--- config.mk ---
export PLATFORM = sky130hd
export DESIGN_NAME = gfx_top
export DESIGN_NICKNAME = d
export VERILOG_FILES = /design/src/verilog/gfx_pkg.sv /design/src/verilog/gfx_cmd_fifo.sv /design/src/verilog/gfx_rect_raster.sv /design/src/verilog/gfx_top.sv /design/src/verilog/gfx_wbs.sv
export SDC_FILE = /design/constraint.sdc
export NUM_CORES = 2
export LEC_CHECK = 0
export BUFFER_PORTS_ARGS = -buffer_cell sky130_fd_sc_hd__buf_4
export CORE_ASPECT_RATIO = 0.7
export CORE_MARGIN = 1
export CORE_UTILIZATION = 57
export DETAILED_ROUTE_END_ITERATION = 10
export MAX_ROUTING_LAYER = met4
export PLACE_DENSITY = 0.75
export SLEW_MARGIN = 30
export SYNTH_ARGS = -nofsm -noshare
export SYNTH_HDL_FRONTEND = slang
export SYNTH_HIERARCHICAL = 1
export SYNTH_SLANG_ARGS = --single-unit
--- constraint.sdc ---
create_clock -name clk_i -period 8.4 [get_ports clk_i]
set_input_delay 0.42 -clock clk_i [delete_from_list [all_inputs] [get_ports clk_i]]
set_output_delay 0.42 -clock clk_i [all_outputs]
set_load 0.01 [all_outputs]
--- src/verilog/gfx_pkg.sv ---
// shared definitions; 32 bpp only, register index is adr_i[7:2], corners inclusive at p0 and exclusive at p1
package gfx_pkg;

  // register index width, word addressed
  localparam int GFX_REG_AW = 6;

  // register map
  localparam logic [GFX_REG_AW-1:0] GFX_CONTROL_ADR     = 6'd0;
  localparam logic [GFX_REG_AW-1:0] GFX_STATUS_ADR      = 6'd1;
  localparam logic [GFX_REG_AW-1:0] GFX_DEST_P0_ADR     = 6'd4;
  localparam logic [GFX_REG_AW-1:0] GFX_DEST_P1_ADR     = 6'd5;
  localparam logic [GFX_REG_AW-1:0] GFX_CLIP_P0_ADR     = 6'd6;
  localparam logic [GFX_REG_AW-1:0] GFX_CLIP_P1_ADR     = 6'd7;
  localparam logic [GFX_REG_AW-1:0] GFX_COLOR_ADR       = 6'd8;
  localparam logic [GFX_REG_AW-1:0] GFX_TARGET_BASE_ADR = 6'd9;
  localparam logic [GFX_REG_AW-1:0] GFX_TARGET_SIZE_ADR = 6'd10;

  // control register bits
  // rect bit self-clears once the fill is launched
  localparam int GFX_CTRL_INTEN_BIT = 1;
  localparam int GFX_CTRL_RECT_BIT  = 8;

  // status register bits
  localparam int GFX_STAT_BUSY_BIT = 0;
  localparam int GFX_STAT_DONE_BIT = 1;

  // instruction queue
  localparam int GFX_FIFO_DEPTH = 16;
  localparam int GFX_FIFO_AW    = 4;

  // screen point, x in the upper half of a register word
  typedef struct packed {
    logic [15:0] x;
    logic [15:0] y;
  } gfx_point_t;

  // register word seen either raw or as a point
  typedef union packed {
    logic [31:0] raw;
    gfx_point_t  pt;
  } gfx_word_u;

  // one queued register write
  typedef struct packed {
    logic [GFX_REG_AW-1:0] adr;
    logic [31:0]           data;
  } gfx_cmd_t;

  // everything the fill stage needs for one rectangle
  // target_size.x is the width, target_size.y the height
  typedef struct packed {
    gfx_point_t  dest_p0;
    gfx_point_t  dest_p1;
    gfx_point_t  clip_p0;
    gfx_point_t  clip_p1;
    logic [29:0] target_base;
    gfx_point_t  target_size;
    logic [31:0] color;
  } gfx_rect_cmd_t;

  // one pixel write to video memory, word address
  typedef struct packed {
    logic [29:0] adr;
    logic [31:0] data;
  } gfx_mem_wr_t;

endpackage

--- src/verilog/gfx_cmd_fifo.sv ---
// register write queue; pop data is valid the cycle after a push into an empty queue, no bypass
`timescale 1ns/10ps
module gfx_cmd_fifo (
  input  logic              clk_i,
  input  logic              rst_i,
  input  logic              push_valid_i,
  output logic              push_ready_o,
  input  gfx_pkg::gfx_cmd_t push_data_i,
  output logic              pop_valid_o,
  input  logic              pop_ready_i,
  output gfx_pkg::gfx_cmd_t pop_data_o
);
  import gfx_pkg::*;

  // storage, no reset needed
  gfx_cmd_t mem_q [GFX_FIFO_DEPTH];

  logic [GFX_FIFO_AW-1:0] wr_ptr_q;
  logic [GFX_FIFO_AW-1:0] rd_ptr_q;
  // one extra bit so that full is distinct from empty
  logic [GFX_FIFO_AW:0]   count_q;
  logic                   push_fire;
  logic                   pop_fire;

  assign push_ready_o = (count_q != GFX_FIFO_DEPTH[GFX_FIFO_AW:0]);
  assign pop_valid_o  = (count_q != '0);
  assign pop_data_o   = mem_q[rd_ptr_q];

  assign push_fire = push_valid_i & push_ready_o;
  assign pop_fire  = pop_valid_o & pop_ready_i;

  always_ff @(posedge clk_i)
  begin
    if (push_fire)
      mem_q[wr_ptr_q] <= push_data_i;
  end

  // pointers wrap naturally at the power-of-two depth
  always_ff @(posedge clk_i or posedge rst_i)
  begin
    if (rst_i)
    begin
      wr_ptr_q <= '0;
      rd_ptr_q <= '0;
      count_q  <= '0;
    end
    else
    begin
      if (push_fire)
        wr_ptr_q <= wr_ptr_q + 1'b1;
      if (pop_fire)
        rd_ptr_q <= rd_ptr_q + 1'b1;
      // simultaneous push and pop leaves the count alone
      if (push_fire && !pop_fire)
        count_q <= count_q + 1'b1;
      else if (pop_fire && !push_fire)
        count_q <= count_q - 1'b1;
    end
  end

endmodule

--- src/verilog/gfx_rect_raster.sv ---
// rectangle fill; needs cmd_i held stable until done_o, one multiply per fill, 32 bpp word writes
`timescale 1ns/10ps
module gfx_rect_raster (
  input  logic                   clk_i,
  input  logic                   rst_i,
  input  logic                   start_i,
  input  gfx_pkg::gfx_rect_cmd_t cmd_i,
  output logic                   done_o,
  output logic                   mem_valid_o,
  input  logic                   mem_ready_i,
  output gfx_pkg::gfx_mem_wr_t   mem_wr_o
);
  import gfx_pkg::*;

  typedef enum logic [1:0] {
    RS_IDLE,
    RS_SETUP,
    RS_RUN,
    RS_DONE
  } ras_state_t;

  ras_state_t state_q;

  // clipped bounds, hi edges exclusive
  logic [15:0] x_lo_q;
  logic [15:0] x_hi_q;
  logic [15:0] y_lo_q;
  logic [15:0] y_hi_q;

  // walk position and address of the current row start
  logic [15:0] x_q;
  logic [15:0] y_q;
  logic [29:0] row_adr_q;

  logic        empty;
  logic        last_col;
  logic        last_row;
  logic        mem_fire;
  logic [29:0] row_ofs;
  logic [29:0] width_w;

  function automatic logic [15:0] max2(input logic [15:0] a, input logic [15:0] b);
    return (a > b) ? a : b;
  endfunction

  function automatic logic [15:0] min3(input logic [15:0] a, input logic [15:0] b,
                                       input logic [15:0] c);
    logic [15:0] m;
    m = (a < b) ? a : b;
    return (m < c) ? m : c;
  endfunction

  // lower edges against zero need no compare, coordinates are unsigned
  always_ff @(posedge clk_i)
  begin
    if (start_i)
    begin
      x_lo_q <= max2(cmd_i.dest_p0.x, cmd_i.clip_p0.x);
      y_lo_q <= max2(cmd_i.dest_p0.y, cmd_i.clip_p0.y);
      x_hi_q <= min3(cmd_i.dest_p1.x, cmd_i.clip_p1.x, cmd_i.target_size.x);
      y_hi_q <= min3(cmd_i.dest_p1.y, cmd_i.clip_p1.y, cmd_i.target_size.y);
    end
  end

  assign width_w = {14'd0, cmd_i.target_size.x};
  // only multiply, used once in the setup cycle
  assign row_ofs = y_lo_q * width_w;
  assign empty   = (x_lo_q >= x_hi_q) | (y_lo_q >= y_hi_q);

  assign last_col = (x_q + 16'd1 == x_hi_q);
  assign last_row = (y_q + 16'd1 == y_hi_q);

  assign mem_valid_o   = (state_q == RS_RUN);
  assign mem_fire      = mem_valid_o & mem_ready_i;
  assign mem_wr_o.adr  = row_adr_q + {14'd0, x_q};
  assign mem_wr_o.data = cmd_i.color;
  assign done_o        = (state_q == RS_DONE);

  // counters move only on accepted pixels, so the write holds under stall
  always_ff @(posedge clk_i)
  begin
    if (state_q == RS_SETUP)
    begin
      x_q       <= x_lo_q;
      y_q       <= y_lo_q;
      row_adr_q <= cmd_i.target_base + row_ofs;
    end
    else if (mem_fire)
    begin
      if (last_col)
      begin
        // wrap to next row
        x_q       <= x_lo_q;
        y_q       <= y_q + 16'd1;
        row_adr_q <= row_adr_q + width_w;
      end
      else
        x_q <= x_q + 16'd1;
    end
  end

  always_ff @(posedge clk_i or posedge rst_i)
  begin
    if (rst_i)
      state_q <= RS_IDLE;
    else
    begin
      case (state_q)
        RS_IDLE:
          if (start_i)
            state_q <= RS_SETUP;
        RS_SETUP:
          // empty area still reports done, two cycles after start
          state_q <= empty ? RS_DONE : RS_RUN;
        RS_RUN:
          if (mem_fire && last_col && last_row)
            state_q <= RS_DONE;
        default:
          state_q <= RS_IDLE;
      endcase
    end
  end

endmodule

--- src/verilog/gfx_top.sv ---
// accelerator top; wishbone host port in, valid/ready video memory write port out, no memory reads
`timescale 1ns/10ps
module gfx_top (
  input  logic                 clk_i,
  input  logic                 rst_i,
  input  logic [9:0]           adr_i,
  input  logic [31:0]          dat_i,
  output logic [31:0]          dat_o,
  input  logic [3:0]           sel_i,
  input  logic                 we_i,
  input  logic                 stb_i,
  input  logic                 cyc_i,
  output logic                 ack_o,
  output logic                 err_o,
  output logic                 inta_o,
  output logic                 mem_valid_o,
  input  logic                 mem_ready_i,
  output gfx_pkg::gfx_mem_wr_t mem_wr_o
);
  import gfx_pkg::*;

  // queue links
  logic     push_valid;
  logic     push_ready;
  gfx_cmd_t push_data;
  logic     pop_valid;
  logic     pop_ready;
  gfx_cmd_t pop_data;

  // slave to fill stage
  logic          rect_start;
  logic          rect_done;
  gfx_rect_cmd_t rect_cmd;

  gfx_wbs gfx_wbs_inst (
    .clk_i             (clk_i),
    .rst_i             (rst_i),
    .adr_i             (adr_i),
    .dat_i             (dat_i),
    .dat_o             (dat_o),
    .sel_i             (sel_i),
    .we_i              (we_i),
    .stb_i             (stb_i),
    .cyc_i             (cyc_i),
    .ack_o             (ack_o),
    .err_o             (err_o),
    .inta_o            (inta_o),
    .rect_start_o      (rect_start),
    .rect_cmd_o        (rect_cmd),
    .rect_done_i       (rect_done),
    .fifo_push_valid_o (push_valid),
    .fifo_push_ready_i (push_ready),
    .fifo_push_data_o  (push_data),
    .fifo_pop_valid_i  (pop_valid),
    .fifo_pop_ready_o  (pop_ready),
    .fifo_pop_data_i   (pop_data)
  );

  gfx_cmd_fifo gfx_cmd_fifo_inst (
    .clk_i        (clk_i),
    .rst_i        (rst_i),
    .push_valid_i (push_valid),
    .push_ready_o (push_ready),
    .push_data_i  (push_data),
    .pop_valid_o  (pop_valid),
    .pop_ready_i  (pop_ready),
    .pop_data_o   (pop_data)
  );

  gfx_rect_raster gfx_rect_raster_inst (
    .clk_i       (clk_i),
    .rst_i       (rst_i),
    .start_i     (rect_start),
    .cmd_i       (rect_cmd),
    .done_o      (rect_done),
    .mem_valid_o (mem_valid_o),
    .mem_ready_i (mem_ready_i),
    .mem_wr_o    (mem_wr_o)
  );

endmodule

--- src/verilog/gfx_wbs.sv ---
// wishbone classic slave, 32-bit accesses only; reads do not see writes still queued, adr_i[9:8] ignored
`timescale 1ns/10ps
module gfx_wbs (
  input  logic                   clk_i,
  input  logic                   rst_i,
  input  logic [9:0]             adr_i,
  input  logic [31:0]            dat_i,
  output logic [31:0]            dat_o,
  input  logic [3:0]             sel_i,
  input  logic                   we_i,
  input  logic                   stb_i,
  input  logic                   cyc_i,
  output logic                   ack_o,
  output logic                   err_o,
  output logic                   inta_o,
  output logic                   rect_start_o,
  output gfx_pkg::gfx_rect_cmd_t rect_cmd_o,
  input  logic                   rect_done_i,
  output logic                   fifo_push_valid_o,
  input  logic                   fifo_push_ready_i,
  output gfx_pkg::gfx_cmd_t      fifo_push_data_o,
  input  logic                   fifo_pop_valid_i,
  output logic                   fifo_pop_ready_o,
  input  gfx_pkg::gfx_cmd_t      fifo_pop_data_i
);
  import gfx_pkg::*;

  // bus decode
  logic                  acc;
  logic                  acc32;
  logic                  reg_acc;
  logic [GFX_REG_AW-1:0] reg_idx;
  logic [31:0]           reg_dato;
  logic [31:0]           status_word;

  // register file
  logic [31:0] control_reg;
  logic [31:0] color_reg;
  logic [31:0] target_base_reg;
  gfx_word_u   dest_p0_reg;
  gfx_word_u   dest_p1_reg;
  gfx_word_u   clip_p0_reg;
  gfx_word_u   clip_p1_reg;
  gfx_word_u   target_size_reg;

  // busy state and sticky done
  logic busy_q;
  logic done_flag_q;
  logic launch_pending;
  logic pop_fire;

  assign acc     = cyc_i & stb_i;
  assign acc32   = (sel_i == 4'b1111);
  assign reg_acc = acc & acc32;
  assign reg_idx = adr_i[GFX_REG_AW+1:2];

  // writes go to the queue, never straight to the registers
  // blocked while ack is high so one access pushes once
  assign fifo_push_valid_o     = reg_acc & we_i & ~ack_o;
  assign fifo_push_data_o.adr  = reg_idx;
  assign fifo_push_data_o.data = dat_i;

  // ack one cycle after the access; a write only once the queue took it
  // full queue holds ack off, which stalls the host
  always_ff @(posedge clk_i or posedge rst_i)
  begin
    if (rst_i)
      ack_o <= 1'b0;
    else
      ack_o <= (reg_acc & ~we_i & ~ack_o) | (fifo_push_valid_o & fifo_push_ready_i);
  end

  // partial select is an error, nothing written
  always_ff @(posedge clk_i or posedge rst_i)
  begin
    if (rst_i)
      err_o <= 1'b0;
    else
      err_o <= acc & ~acc32 & ~err_o;
  end

  // registered read data
  always_ff @(posedge clk_i or posedge rst_i)
  begin
    if (rst_i)
      dat_o <= '0;
    else if (reg_acc && !we_i)
      dat_o <= reg_dato;
  end

  always_comb
  begin
    status_word                    = '0;
    status_word[GFX_STAT_BUSY_BIT] = busy_q;
    status_word[GFX_STAT_DONE_BIT] = done_flag_q;
  end

  always_comb
  begin
    case (reg_idx)
      GFX_CONTROL_ADR:     reg_dato = control_reg;
      GFX_STATUS_ADR:      reg_dato = status_word;
      GFX_DEST_P0_ADR:     reg_dato = dest_p0_reg.raw;
      GFX_DEST_P1_ADR:     reg_dato = dest_p1_reg.raw;
      GFX_CLIP_P0_ADR:     reg_dato = clip_p0_reg.raw;
      GFX_CLIP_P1_ADR:     reg_dato = clip_p1_reg.raw;
      GFX_COLOR_ADR:       reg_dato = color_reg;
      GFX_TARGET_BASE_ADR: reg_dato = target_base_reg;
      GFX_TARGET_SIZE_ADR: reg_dato = target_size_reg.raw;
      default:             reg_dato = '0;
    endcase
  end

  // rect bit set means a start is about to go out
  assign launch_pending   = control_reg[GFX_CTRL_RECT_BIT];
  // queue drains only while idle with nothing to launch
  assign fifo_pop_ready_o = ~busy_q & ~launch_pending;
  assign pop_fire         = fifo_pop_valid_i & fifo_pop_ready_o;
  assign rect_start_o     = ~busy_q & launch_pending;

  always_ff @(posedge clk_i or posedge rst_i)
  begin
    if (rst_i)
    begin
      control_reg     <= '0;
      color_reg       <= '0;
      target_base_reg <= '0;
      dest_p0_reg     <= '0;
      dest_p1_reg     <= '0;
      clip_p0_reg     <= '0;
      clip_p1_reg     <= '0;
      target_size_reg <= '0;
    end
    else if (pop_fire)
    begin
      case (fifo_pop_data_i.adr)
        GFX_CONTROL_ADR:     control_reg         <= fifo_pop_data_i.data;
        GFX_DEST_P0_ADR:     dest_p0_reg.raw     <= fifo_pop_data_i.data;
        GFX_DEST_P1_ADR:     dest_p1_reg.raw     <= fifo_pop_data_i.data;
        GFX_CLIP_P0_ADR:     clip_p0_reg.raw     <= fifo_pop_data_i.data;
        GFX_CLIP_P1_ADR:     clip_p1_reg.raw     <= fifo_pop_data_i.data;
        GFX_COLOR_ADR:       color_reg           <= fifo_pop_data_i.data;
        GFX_TARGET_BASE_ADR: target_base_reg     <= fifo_pop_data_i.data;
        GFX_TARGET_SIZE_ADR: target_size_reg.raw <= fifo_pop_data_i.data;
        default: ;
      endcase
    end
    else
      // self-clear in the start cycle, no pop can happen then
      control_reg[GFX_CTRL_RECT_BIT] <= 1'b0;
  end

  // idle/busy FSM, one bit is enough
  always_ff @(posedge clk_i or posedge rst_i)
  begin
    if (rst_i)
      busy_q <= 1'b0;
    else if (rect_start_o)
      busy_q <= 1'b1;
    else if (rect_done_i)
      busy_q <= 1'b0;
  end

  // sticky done, cleared by any queued write to status
  always_ff @(posedge clk_i or posedge rst_i)
  begin
    if (rst_i)
      done_flag_q <= 1'b0;
    else if (rect_done_i)
      done_flag_q <= 1'b1;
    else if (pop_fire && fifo_pop_data_i.adr == GFX_STATUS_ADR)
      done_flag_q <= 1'b0;
  end

  assign inta_o = done_flag_q & control_reg[GFX_CTRL_INTEN_BIT];

  // registers only change while idle, so the command is stable during a fill
  assign rect_cmd_o.dest_p0     = dest_p0_reg.pt;
  assign rect_cmd_o.dest_p1     = dest_p1_reg.pt;
  assign rect_cmd_o.clip_p0     = clip_p0_reg.pt;
  assign rect_cmd_o.clip_p1     = clip_p1_reg.pt;
  // base register holds a word address, upper bits dropped
  assign rect_cmd_o.target_base = target_base_reg[29:0];
  assign rect_cmd_o.target_size = target_size_reg.pt;
  assign rect_cmd_o.color       = color_reg;

endmodule
==> results.cfg <==
[status]
status = completed

[final_layout]
stdcell_area_um2 = 64790
largest-register = gfx_cmd_fifo_inst/mem_q
nNetsFinal = 5113
area_growth_pct = 9.277
drive_gt1_share_pct = 20.05
largest_register_ffs = 608
fin_util_pct = 63.13

[clock_network]
post_cts_resized = 0
postCtsSetupBuffers = 0
cts_tree = yes
clk_pin_slew_ns = 0.07
cts_max_path_buffers = 3
clockRootBuffer = clkbuf_16
clkLatencyLatePin_ns = 0.71
ctsHtreeMaxLevel = 3
clock-sinks = 1041
cts_buffers = 98

[worst_setup_path]
cp_data_required_time_ns = 8.85
cpPeakStageDelay_ns = 1.04
start_kind = flip-flop
end_kind = flip-flop
r2r_end = gfx_rect_raster_inst/row_adr_q[28]
rrSetupSlack_ns = 1.10
critPathKind = reg2reg
crit_fanout = 18
startpoint = gfx_rect_raster_inst/y_lo_q[11]
path_cells = nand2_1, fa_1, fa_1, fa_1, inv_1, fa_1, fa_1, inv_1, fa_1, inv_1, ha_1, and2_1, a221o_1, a21oi_1, o211ai_1, a31oi_1, o21ai_0, a211oi_1, mux2i_1, nor2_1
worst_path_most_repeated_cell = fa_1
reg2regPathDepth = 20
r2r-start = gfx_rect_raster_inst/y_lo_q[11]
worst_path_max_delay_cell = edfxtp_1
cp-endpoint = gfx_rect_raster_inst/row_adr_q[28]
cp.arrival_ns = 7.75

[detailed_routing]
antenna_left = 0
wl_per_cell_um = 26.63
routed_wirelength_um = 160100
drtPass1Iterations = 5
drt_iter0_drc = 4242
drt-vias-per-instance = 6.248
route.detailed.drc = 0
vias = 37560

[timing]
hold_viol = 0
tightest_slew_ns = 1.070
tns_ns = 0
fin_crit_ns = 7.297
finalSetupViolCount = 0
timing.fmax_mhz = 137.1
finalCritPeriodShare_pct = 86.86
finalMaxSlewViolations = 0
grt_setup_unrepaired = false
slew_headroom_pct = 28.34
finClkSkew_ns = 0.02432

[yosys]
syn-num-nets = 5061
synth_edf_count = 734
netlist.top_cell.by_area = edfxtp_1
syn_inst = 4523
synthArstFlopShare_pct = 29.49
synthTopCellsByArea = edfxtp_1 (37%), dfrtp_1 (13%), fa_1 (7.6%)
synth_seq_cells = 1041
netlist.area_leader.share_pct = 37.18
syn_area_per_cell_um2 = 13.11
syn_area_um2 = 59290
synth_ff_type = edfxtp_1
synth_warnings = 6
yosysSeqAreaShare_pct = 50.13
ys_types = 100

[global_route]
grt.overflow.total = 0
use_met3_pct = 9.651
grtUsageTotal_pct = 31.31
busiest_layer = met1
met1_usage_pct = 44.10
met2_usage_pct = 43.89
grt_pass1_wl_um = 237800
grt_pass1_vias = 37310
grt_max_degree = 170
antenna_found_initial = 3

[floorplanning]
die_area_um2 = 105300
initial_core_util_pct = 57.77
io_pins = 150
die_h_um = 271.8
core-area_um2 = 102600
rows = 98
die_w_um = 387.5

[placed_design]
gp_routability_congestion = 0.9964
placed_area_um2 = 60980
port_buffers = 145
hpwl_um = 110000

[hold_path]
min_path_type = in2reg

[job]
drv_cap = 0
## worst min-delay path by stage
| stage | start | cells after the start | slack (ns) | to |
|---|---|---|---|---|
| after floorplan | rst_i | 1 | 0.16 | gfx_rect_raster_inst/state_q[0] |
| after global placement | rst_i | 2 | 0.36 | gfx_rect_raster_inst/state_q[1] |
| after detailed placement | rst_i | 2 | 0.37 | gfx_rect_raster_inst/state_q[0] |
| after CTS | dat_i[14] | 1 | 0.001 | gfx_cmd_fifo_inst/mem_q[10][14] |
| after global routing | dat_i[13] | 1 | 0.03 | gfx_cmd_fifo_inst/mem_q[7][13] |
| final | dat_i[13] | 1 | 0.04 | gfx_cmd_fifo_inst/mem_q[10][13] |
## synthesized netlist by cell type (53+ instances only)
cell type and count:
xnor2_1 90, o21ai_0 137, and2_1 115, ha_1 261
mux2_2 296, fa_1 225, mux2_4 72, edfxtp_1 734
a221oi_1 58, dfrtp_1 307, mux4_2 76, a22oi_1 82
mux2i_1 183, nand2_1 303, clkbuf_1 89, buf_4 118
nand3_1 54, nor2_1 87, a21oi_1 95, inv_1 482
xor2_1 58, buf_2 53
## worst max-delay path, delay by kind of cell, from the launching register on
family	cells	cell delay [ns]
adders and majority gates	7	3.43
AOI/OAI and AO/OA	6	1.75
DFF	1	1.04
and+or+nand+nor	3	0.44
muxes	1	0.22
buffers and inverters	3	0.15
## per-stage QoR
| stage | std cells | hold slack, ns | setup slack (ns) |
|---|---|---|---|
| finish | 6011 | 0.03954 | 1.103 |
| floorplan | 4523 | 0.1612 | 1.926 |
| global route | 6010 | 0.02740 | 0.8247 |
| CTS | 6006 | 0.001311 | 1.207 |
| global placement | 5794 | 0.3569 | 1.335 |
| detailed placement | 5794 | 0.3700 | 1.248 |
## cell usage in the layout (no fill, tap or decap), types with 10 or more instances in the layout
master / n
dlygate4sd3_1: 29
dfrtp_1: 304
buf_4: 227
bufinv_16: 10
xnor2_1: 90
a22o_1: 34
mux2i_1: 183
inv_1: 480
nand3_1: 53
a221oi_1: 58
a221oi_2: 30
ha_1: 260
nand2b_1: 27
clkbuf_1: 15
a211oi_1: 17
nor2b_1: 15
and3_1: 41
mux4_2: 76
clkbuf_8: 18
xor2_1: 58
a22oi_1: 82
fa_1: 225
nand4_1: 38
nor3_1: 25
nor2_1: 75
and2_1: 114
mux2_4: 72
nor2_4: 13
nand2_1: 303
o21a_1: 21
a21oi_1: 95
o211ai_1: 15
mux2_2: 296
o21ai_0: 137
edfxtp_1: 734
clkbuf_16: 102
clkinv_2: 13
a21o_1: 43
## metal layers
metal	part of all wire, %	vias up
li1	-	16320
met1	42	18990
met2	43	1981
met3	12	267
met4	2.7	0
met5	0	-
## logic make-up after synthesis
family | Yosys count | share of synthesized area [%]
buffers and inverters | 790 | 6.316
muxes | 629 | 13.46
AOI/OAI and AO/OA | 645 | 7.967
DFF | 1041 | 50.13
adders and majority gates | 486 | 13.11
xor gates and xnor gates | 148 | 2.186
and+or+nand+nor | 784 | 6.833
## final cells by class
class | instances | area (um2)
antenna | 3 | 7.507
inverter | 482 | 1813
sequential | 1041 | 29730
tap | 1350 | 1689
clock inverter | 48 | 606.8
timing repair buffer | 260 | 2073
clock buffer | 135 | 2856
multi-input combinational | 2692 | 26010
fill | 7551 | 37840
## what timing repair did
item / CTS / global route
endpoints found under the setup margin: 0 / 0
hold buffers: 29 / 0
hold endpoints to repair: 432 / 0
Power is left out: the tool's default activity adds up to more than one toggle a clock period on the data nets, which glitch-free logic cannot reach.
